### config.mk
export PLATFORM = sky130hd
export DESIGN_NAME = hub75_output_flat
export DESIGN_NICKNAME = d
export VERILOG_FILES = /design/src/hub75_pixel_pkg.sv /design/src/hub75_scan_pkg.sv /design/src/hub75_ifs.sv /design/src/hub75_output.sv /design/src/flat_wrapper.sv
export VERILOG_INCLUDE_DIRS = /design/src /design/src/include
export SDC_FILE = /design/constraint.sdc
export NUM_CORES = 1
export LEC_CHECK = 0
export BUFFER_PORTS_ARGS = -buffer_cell sky130_fd_sc_hd__buf_2
export CORE_MARGIN = 2
export CORE_UTILIZATION = 44
export CTS_BUF_LIST = sky130_fd_sc_hd__clkbuf_2 sky130_fd_sc_hd__clkbuf_4 sky130_fd_sc_hd__clkbuf_8
export DETAILED_ROUTE_END_ITERATION = 10
export PLACE_DENSITY = 0.91
export SYNTH_ARGS = -nofsm -noshare
export SYNTH_HDL_FRONTEND = slang
export SYNTH_SLANG_ARGS = --single-unit
### constraint.sdc
create_clock -name clk_in -period 4.3 [get_ports clk_in]
set_input_delay 0.86 -clock clk_in [delete_from_list [all_inputs] [get_ports clk_in]]
set_output_delay 0.86 -clock clk_in [all_outputs]
set_load 0.1 [all_outputs]
### src/include/hub75_cfg.svh
`ifndef HUB75_CFG_SVH
`define HUB75_CFG_SVH

// panel width in pixels, one shift per column
`define HUB75_COLUMNS 64

// rows per half
// top and bottom halves share the row lines
`define HUB75_HALF_ROWS 16

// binary coded modulation depth
`define HUB75_PLANES 4

// lit cycles for plane 0
// plane p stays lit for this value shifted left by p
`define HUB75_BASE_DISPLAY 8

`endif

### src/hub75_pixel_pkg.sv
`include "hub75_cfg.svh"

package hub75_pixel_pkg;

    // one rgb565 pixel
    typedef logic [15:0] rgb565_t;

    // bottom half pixel in the upper 16 bits, top half pixel in the lower
    typedef logic [31:0] pixel_pair_t;

    typedef logic [$clog2(`HUB75_COLUMNS)-1:0] column_t;
    typedef logic [$clog2(`HUB75_HALF_ROWS)-1:0] row_t;

    // framebuffer word address, row above column
    typedef logic [$bits(row_t)+$bits(column_t)-1:0] fb_addr_t;

    // msb of each channel inside rgb565
    localparam int RED_MSB   = 15;
    localparam int GREEN_MSB = 10;
    localparam int BLUE_MSB  = 4;

endpackage

### src/hub75_scan_pkg.sv
`include "hub75_cfg.svh"

package hub75_scan_pkg;

    // bitplane index, lsb plane first
    typedef logic [$clog2(`HUB75_PLANES)-1:0] plane_t;

    // per column: fetch, clock high, clock low
    // per plane: latch once, then display
    typedef enum logic [2:0] {
        S_FETCH,
        S_CLK_HIGH,
        S_CLK_LOW,
        S_LATCH,
        S_DISPLAY
    } scan_state_t;

endpackage

### src/hub75_ifs.sv


// everything the pin stage needs, one cycle ahead of the pins
interface panel_drive_if;
    import hub75_pixel_pkg::*;
    import hub75_scan_pkg::*;

    rgb565_t top;
    rgb565_t bottom;
    plane_t  plane;
    logic    shift;
    logic    latch;
    logic    display;
    row_t    row;

    modport source (output top, bottom, plane, shift, latch, display, row);
    modport sink (input top, bottom, plane, shift, latch, display, row);
endinterface

### src/hub75_output.sv
`timescale 1ns/1ps

`include "hub75_cfg.svh"

module hub75_output (
    input  logic                  clk_in,
    input  logic                  reset,
    panel_drive_if.sink           panel,
    output logic                  r1,
    output logic                  g1,
    output logic                  b1,
    output logic                  r2,
    output logic                  g2,
    output logic                  b2,
    output logic                  panel_clk,
    output logic                  lat,
    output logic                  oe_n,
    output hub75_pixel_pkg::row_t row_sel
);
    import hub75_pixel_pkg::*;
    import hub75_scan_pkg::*;

    // top HUB75_PLANES bits of a channel, plane 0 is the lowest of them
    function automatic logic plane_bit(rgb565_t px, int msb, plane_t plane);
        int index;
        index = msb - (`HUB75_PLANES - 1) + int'(plane);
        return px[index];
    endfunction

    always_ff @(posedge clk_in) begin
        if (reset) begin
            r1        <= 1'b0;
            g1        <= 1'b0;
            b1        <= 1'b0;
            r2        <= 1'b0;
            g2        <= 1'b0;
            b2        <= 1'b0;
            panel_clk <= 1'b0;
            lat       <= 1'b0;
            oe_n      <= 1'b1;
            row_sel   <= '0;
        end
        else begin
            panel_clk <= panel.shift;
            lat       <= panel.latch;
            // active low enable
            oe_n      <= !panel.display;
            row_sel   <= panel.row;
            // colors change with the clock rising and hold until the next shift
            if (panel.shift) begin
                r1 <= plane_bit(panel.top, RED_MSB, panel.plane);
                g1 <= plane_bit(panel.top, GREEN_MSB, panel.plane);
                b1 <= plane_bit(panel.top, BLUE_MSB, panel.plane);
                r2 <= plane_bit(panel.bottom, RED_MSB, panel.plane);
                g2 <= plane_bit(panel.bottom, GREEN_MSB, panel.plane);
                b2 <= plane_bit(panel.bottom, BLUE_MSB, panel.plane);
            end
        end
    end

endmodule

### src/flat_wrapper.sv
// flat-port wrapper written by rule: the top's interface ports become plain ports
module hub75_output_flat import hub75_pixel_pkg::*; import hub75_scan_pkg::*;
  (clk_in, reset, r1, g1, b1, r2, g2, b2, panel_clk, lat, oe_n, row_sel, panel_top, panel_bottom, panel_plane, panel_shift, panel_latch, panel_display, panel_row);
  panel_drive_if panel_i ();
  input  logic clk_in;
  input  logic reset;
  output logic r1;
  output logic g1;
  output logic b1;
  output logic r2;
  output logic g2;
  output logic b2;
  output logic panel_clk;
  output logic lat;
  output logic oe_n;
  output hub75_pixel_pkg::row_t row_sel;
  input wire logic [$bits(panel_i.top)-1:0] panel_top;
  input wire logic [$bits(panel_i.bottom)-1:0] panel_bottom;
  input wire logic [$bits(panel_i.plane)-1:0] panel_plane;
  input wire logic [$bits(panel_i.shift)-1:0] panel_shift;
  input wire logic [$bits(panel_i.latch)-1:0] panel_latch;
  input wire logic [$bits(panel_i.display)-1:0] panel_display;
  input wire logic [$bits(panel_i.row)-1:0] panel_row;
  assign panel_i.top = panel_top;
  assign panel_i.bottom = panel_bottom;
  assign panel_i.plane = panel_plane;
  assign panel_i.shift = panel_shift;
  assign panel_i.latch = panel_latch;
  assign panel_i.display = panel_display;
  assign panel_i.row = panel_row;
  hub75_output u_core (.clk_in(clk_in), .reset(reset), .panel(panel_i), .r1(r1), .g1(g1), .b1(b1), .r2(r2), .g2(g2), .b2(b2), .panel_clk(panel_clk), .lat(lat), .oe_n(oe_n), .row_sel(row_sel));
endmodule
==> results of run 1 <==
==> flip-flops by register name, indices dropped and copies added (netlist names) <==
signal and cells:
u_core.oe_n 1, u_core.lat 1, u_core.panel_clk 1, u_core.g1 1, u_core.r1 1, u_core.g2 1
u_core.b1 1, u_core.b2 1, u_core.r2 1, u_core.row_sel 4
==> metrics by stage <==
stage,cell area [sq um],instances
finish,1030,133
global route,1030,133
CTS,1030,133
detailed placement,999.7,129
global placement,999.7,129
floorplan,748.2,63
==> critical path, cell delays in order <==
cell      delay (ps)
buf_2            220
inv_1             70
ha_1             790
mux2i_1          200
mux4_2           480
a211oi_1         230
==> Yosys cell counts, drive strengths merged <==
library cell | n | area share
nor2 | 6 | 0.030
buf | 3 | 0.048
ha | 2 | 0.033
nor2b | 6 | 0.050
a211oi | 4 | 0.040
dfxtp | 13 | 0.35
clkbuf | 2 | 0.010
inv | 2 | 0.010
nand2b | 1 | 0.0084
mux2i | 18 | 0.24
mux4 | 6 | 0.18
==> kinds of logic after synthesis <==
family,Yosys count
muxes,24
and+or+nand+nor,13
DFF,13
buffers and inverters,7
AOI/OAI and AO/OA,4
adders and majority gates,2
==> path summary, 6_finish.rpt <==
check | startpoint | to
worst max register to register | u_core.g2$_SDFFE_PP0P_ | u_core.g2$_SDFFE_PP0P_
worst min register to register | u_core.g1$_SDFFE_PP0P_ | u_core.g1$_SDFFE_PP0P_
worst max-delay path | panel_plane[0] | u_core.b1$_SDFFE_PP0P_
worst min-delay path | u_core.g1$_SDFFE_PP0P_ | u_core.g1$_SDFFE_PP0P_
==> area by class of cell <==
| cell class | instances | area (sq um) | area share |
|---|---|---|---|
| Tap cell | 16 | 20.02 | 0.01944 |
| Sequential cell | 13 | 260.3 | 0.2527 |
| Inverter | 2 | 7.507 | 0.007290 |
| Timing Repair Buffer | 55 | 275.3 | 0.2673 |
| Clock buffer | 4 | 30.03 | 0.02916 |
| Multi-Input combinational cell | 43 | 436.7 | 0.4241 |
==> cells in the final DEF (no fill, tap or decap) <==
cell and n:
nor2_1 6, inv_1 2, nor2b_1 6, nand2b_1 1, clkbuf_4 4, ha_1 2, mux2i_1 18, mux4_2 6
buf_2 55, dfxtp_1 13, a211oi_1 4
==> power breakdown <==
part | switching (mW) | internal (mW) | leakage [nW] | total [mW]
registers | 0.00283 | 0.129 | 0.108 | 0.131
logic | 0.0930 | 0.0479 | 0.426 | 0.141
clock network | 0.0353 | 0.0422 | 0.0184 | 0.0775
total | 0.131 | 0.219 | 0.553 | 0.350
==> routing by layer <==
metal | up-vias | track usage | wire [um]
li1 | 337 | - | -
met1 | 316 | 0.1895 | 601
met2 | 47 | 0.3629 | 910
met3 | 8 | 0.03600 | 203
met4 | 0 | 0.1412 | 76
met5 | - | 0 | 0
==> Flow_metrics.wiki, run 1 <==
{| class="wikitable"
! Metric !! Value
|-
| Total of flip-flops plus latches after synthesis || 13
|-
| Type of element capturing the critical path || flip-flop
|-
| Total power || about 350 uW
|-
| Number of cells traversed by the worst hold path || 2
|-
| Parity-gate share of the synthesized area counting xor and xnor cells || 0
|-
| Path type of the worst min-delay path || flip-flop to flip-flop
|-
| Layout cell share with drive strength beyond 1 || 0.5556
|-
| Netlist area before placement || 748.2 sq um
|-
| Worst slew margin relative to its limit || 0.4907
|-
| DP HPWL || between 1.5 and 2 mm
|-
| Pwr Density || between 300 and 400 nW/um^2
|-
| Vias in the first global route || between 600 and 700
|-
| Setup skew after layout || 0 ps
|-
| Register-to-register setup slack || between 3000 and 4000 ps
|-
| Global-route wire length before repair || approximately 2.8 mm
|-
| Data required, critical path || 4490 ps
|-
| Outcome || completed
|-
| Utilization after layout || 0.6680
|-
| Port bufs || 55
|-
| Resized Gates After CTS || 0
|-
| Violation count after the first detailed-routing iteration || 3
|-
| Fmax || roughly 370 MHz
|-
| Main combinational cell family by area after synthesis || multiplexers
|-
| Deepest level of the CTS H-tree || 1
|-
| Register-to-Register Path Depth || 2
|-
| Hold_buf cts || 0
|-
| Complex-gate fraction of the synthesized area || 0.04013
|-
| Multiplexer area fraction after synthesis || 0.4214
|-
| Critical-path maximum fanout || 16
|-
| Slew Limit Fails || 0
|-
| Least-Margin Pin Slew || between 700 and 800 ps
|-
| Sequential element share of the synthesized area || 0.3478
|-
| Area fraction in and, or, nand and nor cells after synthesis || 0.08863
|-
| Antenna diodes || 0
|-
| Category of the most critical setup path || input pin to flip-flop
|-
| Clock tree from TritonCTS || built
|-
| Maximum buffer depth of the clock tree || 2
|-
| Tightest hold margin || 485.7 ps
|-
| Total via count after detailed routing || 708
|-
| Clock-pin transition on the worst setup and hold timing paths || 70 ps
|-
| DRT Pass-1 Iters || 3
|-
| Post-CTS setup-driven buffer insertion count || 0
|-
| Number of nets produced by synthesis || 108
|-
| RSZ-0062 raised after global routing || no
|-
| Number of vias per cell || 5.323
|-
| Detailed-route wire length || 1.793 mm
|-
| Floorplan die width || around 45 um
|-
| Num CTS Buffers || 3
|-
| Fraction of the mapped netlist area in adder cells || 0.03344
|-
| Final worst-path cycle share || 0.6238
|-
| Fill cells || 129
|-
| Starting utilization of the core area || 0.4854
|-
| Setup violation total in the final timing report || 0
|-
| Root buffer selected by CTS || clkbuf_4
|-
| Site row count || 14
|-
| Leakage power of the design || 0.5529 nW
|-
| Distinct cells, synth || 13
|-
| Clock network latency to the later pin of the worst-skew pair || 260 ps
|-
| Critical Path Start Type || input pin
|-
| Worst Path Arrival || roughly 2900 ps
|-
| Total DRC errors in the routed layout || 0
|-
| Pin count of the biggest net entering global routing || 17
|-
| Sink count of the clock tree || 13
|-
| Number of nets in the final layout || 163
|-
| Number of top-level pins || 56
|-
| Max-cap violations || 0
|-
| Mean area per synthesized cell || 11.88 sq um
|-
| Setup slack at placement || 1319 ps
|-
| Die area || 2046 sq um
|-
| Maximum resistive drop on vdd || 0.1271 mV
|-
| Die height || 45.24 um
|-
| Final hold violation count || 0
|-
| Total Negative Setup Slacks || 0 ps
|-
| Antenna violations before repair || 0
|-
| Cells after Synth || 63
|-
| Overflow left after global routing || 0
|-
| Layout overhead on the synthesized area || 37.63%
|-
| Gpl congestion || 0.6723
|-
| Remaining number of nets flagged by the antenna check after routing || 0
|-
| Minimum setup slack in the final design || 1618 ps
|-
| Placeable Area || ~1500 sq um
|-
| Post-layout minimum cycle time || ~2700 ps
|-
| All-Layer GR Usage || 0.1957
|-
| Wire per inst || roughly 13 um
|-
| Synth Warn # || 0
|}
No activity file was read; power rests on OpenSTA's default activity.
==> inputs of run 2 (changes only) <==
- ABC_AREA: default -> 1
- CORE_UTILIZATION: 44 -> 43
- PLACE_DENSITY: 0.91 -> 0.86
- clock period: 4.3 -> 2.77 ns (I/O delays scaled with it)
==> run 2 against run 1 <==
  * Flip-flop and latch count stayed put
  * Hold slack worse by 39 ps
  * Register-to-register slack worse by 1500 ps
  * Non-clock buffer count stayed put
  * Sequential share of layout area is 2.1 points lower
  * Synthesized area is 13% higher
  * Setup slack worse by 660 ps
  * Highest routed layer unchanged
==> Flow_metrics.wiki, run 2 <==
{| class="wikitable"
! Metric !! Value
|-
| Sequential element share of the synthesized area || 0.3077 (was 0.3478)
|-
| Path type of the worst min-delay path || input pin to flip-flop (was flip-flop to flip-flop)
|-
| Post-CTS setup-driven buffer insertion count || 0 (unchanged)
|-
| Detailed-route wire length || 1.940 mm (was 1.793 mm)
|-
| Cell types with the highest counts after synthesis || 27 x nand2_1, 24 x nand3_1, 24 x nor2_1 (was 18 x mux2i_1, 13 x dfxtp_1, 6 x mux4_2, 6 x nor2_1, 6 x nor2b_1)
|-
| Total of flip-flops plus latches after synthesis || 13 (unchanged)
|-
| Resized Gates After CTS || 0 (unchanged)
|-
| Clock network latency to the later pin of the worst-skew pair || 280 ps (was 260 ps)
|-
| Data required, critical path || 2950 ps (was 4490 ps)
|-
| EDFF count, synth || 0 (unchanged)
|-
| Wire per inst || 9.327 um (was 13.48 um)
|-
| Area share of the largest cell type after synthesis || 0.3077 (was 0.3478)
|-
| Maximum resistive drop on vdd || 0.3393 mV (was 0.1271 mV)
|-
| Vias in the first global route || 874 (was 677)
|-
| Total power || 540.3 uW (was 349.8 uW)
|-
| Leading cell types in the layout, fill and taps excluded || 55 x buf_2, 27 x nand2_1, 24 x nor2_1, 24 x nand3_1, 14 x inv_1 (was 55 x buf_2, 18 x mux2i_1, 13 x dfxtp_1)
|-
| Number of nets produced by synthesis || 173 (was 108)
|-
| Starting utilization of the core area || 0.4447 (was 0.4854)
|-
| Critical-path maximum fanout || 18 (was 16)
|-
| Worst slew margin relative to its limit || 0.6732 (was 0.4907)
|-
| Setup violation total in the final timing report || 0 (unchanged)
|-
| Die height || 48.35 um (was 45.24 um)
|-
| Multiplexer area fraction after synthesis || 0 (was 0.4214)
|-
| Slew Limit Fails || 0 (unchanged)
|-
| Post-layout minimum cycle time || 1812 ps
|-
| Clock-pin transition on the worst setup and hold timing paths || 70 ps (about the same)
|-
| Area fraction in and, or, nand and nor cells after synthesis || 0.4453 (was 0.08863)
|-
| Most instantiated flip-flop cell in the synthesis netlist || dfxtp_1 (unchanged)
|-
| Remaining number of nets flagged by the antenna check after routing || 0 (unchanged)
|-
| Area occupied by registers || 260.3 sq um (unchanged)
|-
| Pin count of the biggest net entering global routing || 19 (was 17)
|-
| Synth Warn # || 0 (unchanged)
|-
| Async SR Flop Fraction || 0 (unchanged)
|-
| Sink count of the clock tree || 13 (unchanged)
|-
| Pwr Density || 480.9 nW/um^2 (was 339.7 nW/um^2)
|-
| Gpl congestion || 0.8123 (was 0.6723)
|-
| Root buffer selected by CTS || clkbuf_4 (unchanged)
|-
| Hold_buf cts || 0 (unchanged)
|-
| Final hold violation count || 0 (unchanged)
|-
| Maximum buffer depth of the clock tree || 2 (unchanged)
|-
| Number of cells traversed by the worst hold path || 2 (unchanged)
|-
| Layout cell share with drive strength beyond 1 || 0.4144 (was 0.5556)
|-
| Critical Path Start Type || input pin (unchanged)
|-
| Number of vias per cell || 4.644 (was 5.323)
|-
| Antenna violations before repair || 0 (unchanged)
|-
| Cells after Synth || 128 (was 63)
|-
| Worst Path Arrival || 1990 ps (was 2870 ps)
|-
| Site row count || 16 (was 14)
|-
| Dominant cells by area after synthesis || dfxtp_1 31%, nand3_1 14%, nand2_1 12% (was dfxtp_1 35%, mux2i_1 24%, mux4_2 18%)
|-
| Number of top-level pins || 56 (unchanged)
|-
| RSZ-0062 raised after global routing || no (unchanged)
|-
| Number of nets in the final layout || 227 (was 163)
|-
| Total Negative Setup Slacks || 0 ps (unchanged)
|-
| Port bufs || 55 (unchanged)
|-
| Fill cells || 190 (was 129)
|-
| Library cell with the largest summed area after synthesis || dfxtp_1 (unchanged)
|-
| Type of element capturing the critical path || flip-flop (unchanged)
|-
| Distinct cells, synth || 18 (was 13)
|-
| Complex-gate fraction of the synthesized area || 0.06213 (was 0.04013)
|-
| Most instantiated library cell after synthesis || nand2_1 (was mux2i_1)
|-
| Die area || 2338 sq um (was 2046 sq um)
|-
| Final worst-path cycle share || 0.6542
|-
| Category of the most critical setup path || input pin to flip-flop (unchanged)
|-
| DRT Pass-1 Iters || 4 (was 3)
|-
| Placeable Area || 1902 sq um (was 1541 sq um)
|-
| Layout overhead on the synthesized area || 32.84% (was 37.63%)
|-
| Mean area per synthesized cell || 6.608 sq um (was 11.88 sq um)
|-
| Leading cell type in the layout, fill and taps excluded || buf_2 (unchanged)
|-
| Parity-gate share of the synthesized area counting xor and xnor cells || 0 (unchanged)
|-
| Floorplan die width || 48.35 um (was 45.24 um)
|-
| Deepest level of the CTS H-tree || 1 (unchanged)
|-
| Register with the most flip-flops || u_core.row_sel (unchanged)
|-
| Outcome || completed (unchanged)
|-
| Leakage power of the design || 0.6643 nW (was 0.5529 nW)
|-
| Netlist area before placement || 845.8 sq um (was 748.2 sq um)
|-
| Area occupied by multi-input gates || 454.2 sq um (was 436.7 sq um)
|-
| Clock tree from TritonCTS || built (unchanged)
|-
| Fmax || 551.8 MHz
|-
| DP HPWL || 1.613 mm (was 1.553 mm)
|-
| Max-cap violations || 0 (unchanged)
|-
| Violation count after the first detailed-routing iteration || 11 (was 3)
|-
| Global-route wire length before repair || 3.463 mm (was 2.787 mm)
|-
| Main combinational cell family by area after synthesis || simple AND/OR/NAND/NOR gates (was multiplexers)
|-
| Least-Margin Pin Slew || 493.6 ps (was 763.9 ps)
|-
| Register-to-Register Path Depth || 4 (was 2)
|-
| Num CTS Buffers || 3 (unchanged)
|-
| Setup skew after layout || 0 ps (unchanged)
|-
| Total via count after detailed routing || 966 (was 708)
|-
| Overflow left after global routing || 0 (unchanged)
|-
| Antenna diodes || 0 (unchanged)
|-
| All-Layer GR Usage || 0.1849 (was 0.1957)
|-
| Total DRC errors in the routed layout || 0 (unchanged)
|-
| Number of flip-flops in the largest register || 4 (unchanged)
|-
| Fraction of the mapped netlist area in adder cells || 0.02959 (was 0.03344)
|}
run 2: changes by cell type in the layout (fill, tap and decap cells not counted), sizes merged, moves of 2 or more:
cell and delta:
a211oi -4, inv +16, mux2i -18, mux4 -6, nand2 +31, nand3 +28, nor2 +18, nor2b -6
o211ai +2, o21ai +4
run 2: final timing paths:
check	slack, ps	start	endpoint
max	960	panel_plane[0]	u_core.g2$_SDFFE_PP0P_
min	450	panel_display	u_core.oe_n$_SDFF_PP1_
max reg2reg	2120	u_core.g2$_SDFFE_PP0P_	u_core.g2$_SDFFE_PP0P_
min reg2reg	560	u_core.g1$_SDFFE_PP0P_	u_core.g1$_SDFFE_PP0P_
run 2: final cells by class:
type / count / area share
clock buffer: 3 / 0.02004
clock inverter: 1 / 0.004454
inverter: 18 / 0.06459
multi-input combinational: 91 / 0.4042
sequential: 13 / 0.2316
tap: 27 / 0.03007
timing repair buffer: 55 / 0.2450
run 2: kinds of logic (layout without fill, tap and decap cells):
group,after synthesis,after routing
buf+inv,24,77
compound gates,6,6
fa+ha+maj,2,2
simple gates,83,83
flops,13,13
run 2: power breakdown:
part	total, mW	internal, mW	switching (mW)
Sequential	0.204	0.200	0.00452
Combinational	0.221	0.0603	0.160
Clock	0.116	0.0536	0.0620
run 2: layer usage:
metal	GRT usage	vias to the layer above	share of wire
met5	0	-	0
met4	0.09524	0	0.021
met3	0.06173	7	0.049
met2	0.3241	28	0.52
met1	0.1973	426	0.41
li1	-	505	-
run 2: per-stage QoR:
stage / area, sq um / hold slack, ps / worst slack [ps] / cells / util
floorplan: 845.8 / 623.0 / 982.2 / 128 / -
global placement: 1096 / 538.1 / 767.8 / 204 / 0.5763
detailed placement: 1096 / 546.6 / 680.7 / 204 / 0.5763
CTS: 1124 / 446.0 / 976.7 / 208 / 0.5908
global route: 1124 / 448.7 / 848.7 / 208 / 0.5908
finish: 1124 / 447.1 / 957.7 / 208 / 0.5908
run 2: worst max-delay path, cell delays in order:
cell and delay (ps):
buf_2 290, inv_6 130, ha_1 460, inv_2 180
nand3_1 110, nand3_1 90, nand3_1 70, nand2_1 70
inv_1 40
==> inputs of run 3 (changes only) <==
- clock period: 2.77 -> 1.7 ns (I/O delays scaled with it)
==> run 3 against run 2 <==
  * Sequential share of layout area is 0.31 points lower
  * Cell count is 0.96% higher
  * Setup slack got worse by 660 ps
  * Critical path type is now flip-flop to output pin
  * Largest power group unchanged
  * Highest routed layer unchanged
==> Flow_metrics.wiki, run 3 (synthesis gave the netlist of run 2 again) <==
{| class="wikitable"
! Metric !! Value
|-
| Layout overhead on the synthesized area || 34.62% (was 32.84%)
|-
| Deepest level of the CTS H-tree || 1 (unchanged)
|-
| Total via count after detailed routing || 965 (was 966)
|-
| Sink count of the clock tree || 13 (unchanged)
|-
| Worst Path Arrival || 1070 ps (was 1990 ps)
|-
| Remaining number of nets flagged by the antenna check after routing || 0 (unchanged)
|-
| Leading cell type in the layout, fill and taps excluded || buf_2 (unchanged)
|-
| Register-to-Register Path Depth || 4 (unchanged)
|-
| Critical-path cell list || buf_2 (was buf_2 > inv_6 > ha_1 > inv_2 > nand3_1 > nand3_1 > nand3_1 > nand2_1 > inv_1)
|-
| Slowest cell on the critical path || buf_2 (was ha_1)
|-
| Clock network latency to the later pin of the worst-skew pair || 280 ps (about the same)
|-
| Outcome || completed (unchanged)
|-
| Register with the most flip-flops || u_core.row_sel (unchanged)
|-
| Clock-pin transition on the worst setup and hold timing paths || 80 ps (was 70 ps)
|-
| Post-CTS setup-driven buffer insertion count || 0 (unchanged)
|-
| Register-to-register setup slack || 1040 ps (was 2120 ps)
|-
| Maximum buffer depth of the clock tree || 2 (unchanged)
|-
| Starting utilization of the core area || 0.4447 (unchanged)
|-
| Number of flip-flops in the largest register || 4 (unchanged)
|-
| Fill cells || 165 (was 190)
|-
| DRT Pass-1 Iters || 4 (unchanged)
|-
| Slew Limit Fails || 0 (unchanged)
|-
| Placeable Area || 1902 sq um (unchanged)
|-
| Overflow left after global routing || 0 (unchanged)
|-
| Site row count || 16 (unchanged)
|-
| Die area || 2338 sq um (unchanged)
|-
| Layout cell share with drive strength beyond 1 || 0.4208 (was 0.4144)
|-
| Worst slew margin relative to its limit || 0.6745 (was 0.6732)
|-
| Wire per inst || 9.576 um (was 9.327 um)
|-
| Antenna violations before repair || 0 (unchanged)
|-
| Setup skew after layout || 0 ps (unchanged)
|-
| Number of nets in the final layout || 229 (was 227)
|-
| Antenna diodes || 0 (unchanged)
|-
| Gpl congestion || 0.8671 (was 0.8123)
|-
| Max stage delay on crit path || 430 ps (was 460 ps)
|-
| Final hold violation count || 0 (unchanged)
|-
| DP HPWL || 1.624 mm (was 1.613 mm)
|-
| Max-cap violations || 0 (unchanged)
|-
| CP Launch Point || u_core.r1$_SDFFE_PP0P_ (was panel_plane[0])
|-
| Number of top-level pins || 56 (unchanged)
|-
| Total Negative Setup Slacks || 0 ps (unchanged)
|-
| Fmax || 711.6 MHz
|-
| Final worst-path cycle share || 0.8266
|-
| Number of logic stages on the critical path including buffering || 1 (was 9)
|-
| Data required, critical path || 1360 ps (was 2950 ps)
|-
| Hold_buf cts || 0 (unchanged)
|-
| Detailed-route wire length || 2.011 mm (was 1.940 mm)
|-
| Gate family responsible for the most delay along the worst path || buffers and inverters (unchanged)
|-
| Port bufs || 55 (unchanged)
|-
| Num CTS Buffers || 3 (unchanged)
|-
| Setup violation total in the final timing report || 0 (unchanged)
|-
| Die height || 48.35 um (unchanged)
|-
| Critical Path Start Type || flip-flop (was input pin)
|-
| Maximum resistive drop on vdd || 0.5991 mV (was 0.3393 mV)
|-
| Type of element capturing the critical path || output pin (was flip-flop)
|-
| Vias in the first global route || 924 (was 874)
|-
| Post-layout minimum cycle time || 1405 ps
|-
| Utilization after layout || 0.5987 (was 0.5908)
|-
| Root buffer selected by CTS || clkbuf_4 (unchanged)
|-
| Path type of the worst min-delay path || input pin to flip-flop (unchanged)
|-
| Category of the most critical setup path || flip-flop to output pin (was input pin to flip-flop)
|-
| All-Layer GR Usage || 0.1838 (was 0.1849)
|-
| Least-Margin Pin Slew || 491.6 ps (was 493.6 ps)
|-
| Number of vias per cell || 4.595 (was 4.644)
|-
| Violation count after the first detailed-routing iteration || 16 (was 11)
|-
| Critical-path maximum fanout || 2 (was 18)
|-
| Pwr Density || 778.8 nW/um^2 (was 480.9 nW/um^2)
|-
| RSZ-0062 raised after global routing || no (unchanged)
|-
| Pin count of the biggest net entering global routing || 18 (was 19)
|-
| R2R Path End || u_core.r1$_SDFFE_PP0P_ (was u_core.g2$_SDFFE_PP0P_)
|-
| Startpoint of the worst-slack reg-to-reg timing path || u_core.r1$_SDFFE_PP0P_ (was u_core.g2$_SDFFE_PP0P_)
|-
| Floorplan die width || 48.35 um (unchanged)
|-
| Leakage power of the design || 0.6739 nW (was 0.6643 nW)
|-
| Timing endpoint of the critical path || r1 (was u_core.g2$_SDFFE_PP0P_)
|-
| Total DRC errors in the routed layout || 0 (unchanged)
|-
| Leading cell types in the layout, fill and taps excluded || 55 x buf_2, 27 x nand2_1, 24 x nor2_1, 24 x nand3_1, 14 x inv_1 (unchanged)
|-
| Clock tree from TritonCTS || built (unchanged)
|-
| Resized Gates After CTS || 0 (unchanged)
|-
| Total power || 886.7 uW (was 540.3 uW)
|-
| Buffers and inverters on the worst path || 1 (was 4)
|-
| Global-route wire length before repair || 3.374 mm (was 3.463 mm)
|}
run 3: cell types whose count changed in the layout (fill, tap and decap cells not counted), sizes merged:
cell | before | now
buf | 55 | 57
run 3: cell type report:
type                    instances  area (sq um)  area share
well taps                      27         33.78     0.02967
multi-input cells              91         454.2      0.3989
flip-flops and latches         13         260.3      0.2286
clock buffers                   3         22.52     0.01978
inverters                      18         72.57     0.06374
clock inverters                 1         5.005    0.004396
repair buffers                 57         290.3      0.2549
run 3: routing by layer:
layer,wire [um],GRT usage,vias up
li1,-,-,508
met1,816,0.1689,433
met2,1071,0.3519,22
met3,108,0.05864,2
met4,14,0.1048,0
met5,0,0,-
run 3: per-stage QoR:
step | cells | setup slack (ps) | hold WS (ps) | area, sq um
2_1_floorplan | 128 | 126.2 | 409.0 | 845.8
3_3_place_gp | 206 | 197.5 | 506.0 | 1111
3_5_place_dp | 206 | 149.3 | 508.6 | 1111
4_1_cts | 210 | 291.5 | 212.4 | 1139
5_1_grt | 210 | 264.2 | 219.8 | 1139
6_report | 210 | 294.8 | 217.7 | 1139
run 3: power by group:
group | leakage (nW) | switching [mW] | internal, mW
registers | 0.108 | 0.00761 | 0.325
clock network | 0.0177 | 0.101 | 0.0874
logic | 0.548 | 0.263 | 0.103
run 3: worst min path at each step:
stage,from,to,slack (ps),cells past startpoint
floorplan,panel_display,u_core.oe_n$_SDFF_PP1_,410,1
finish,panel_display,u_core.oe_n$_SDFF_PP1_,220,2
CTS,panel_display,u_core.oe_n$_SDFF_PP1_,210,2
global route,panel_display,u_core.oe_n$_SDFF_PP1_,220,2
global placement,panel_display,u_core.oe_n$_SDFF_PP1_,510,2
detailed placement,panel_display,u_core.oe_n$_SDFF_PP1_,510,2
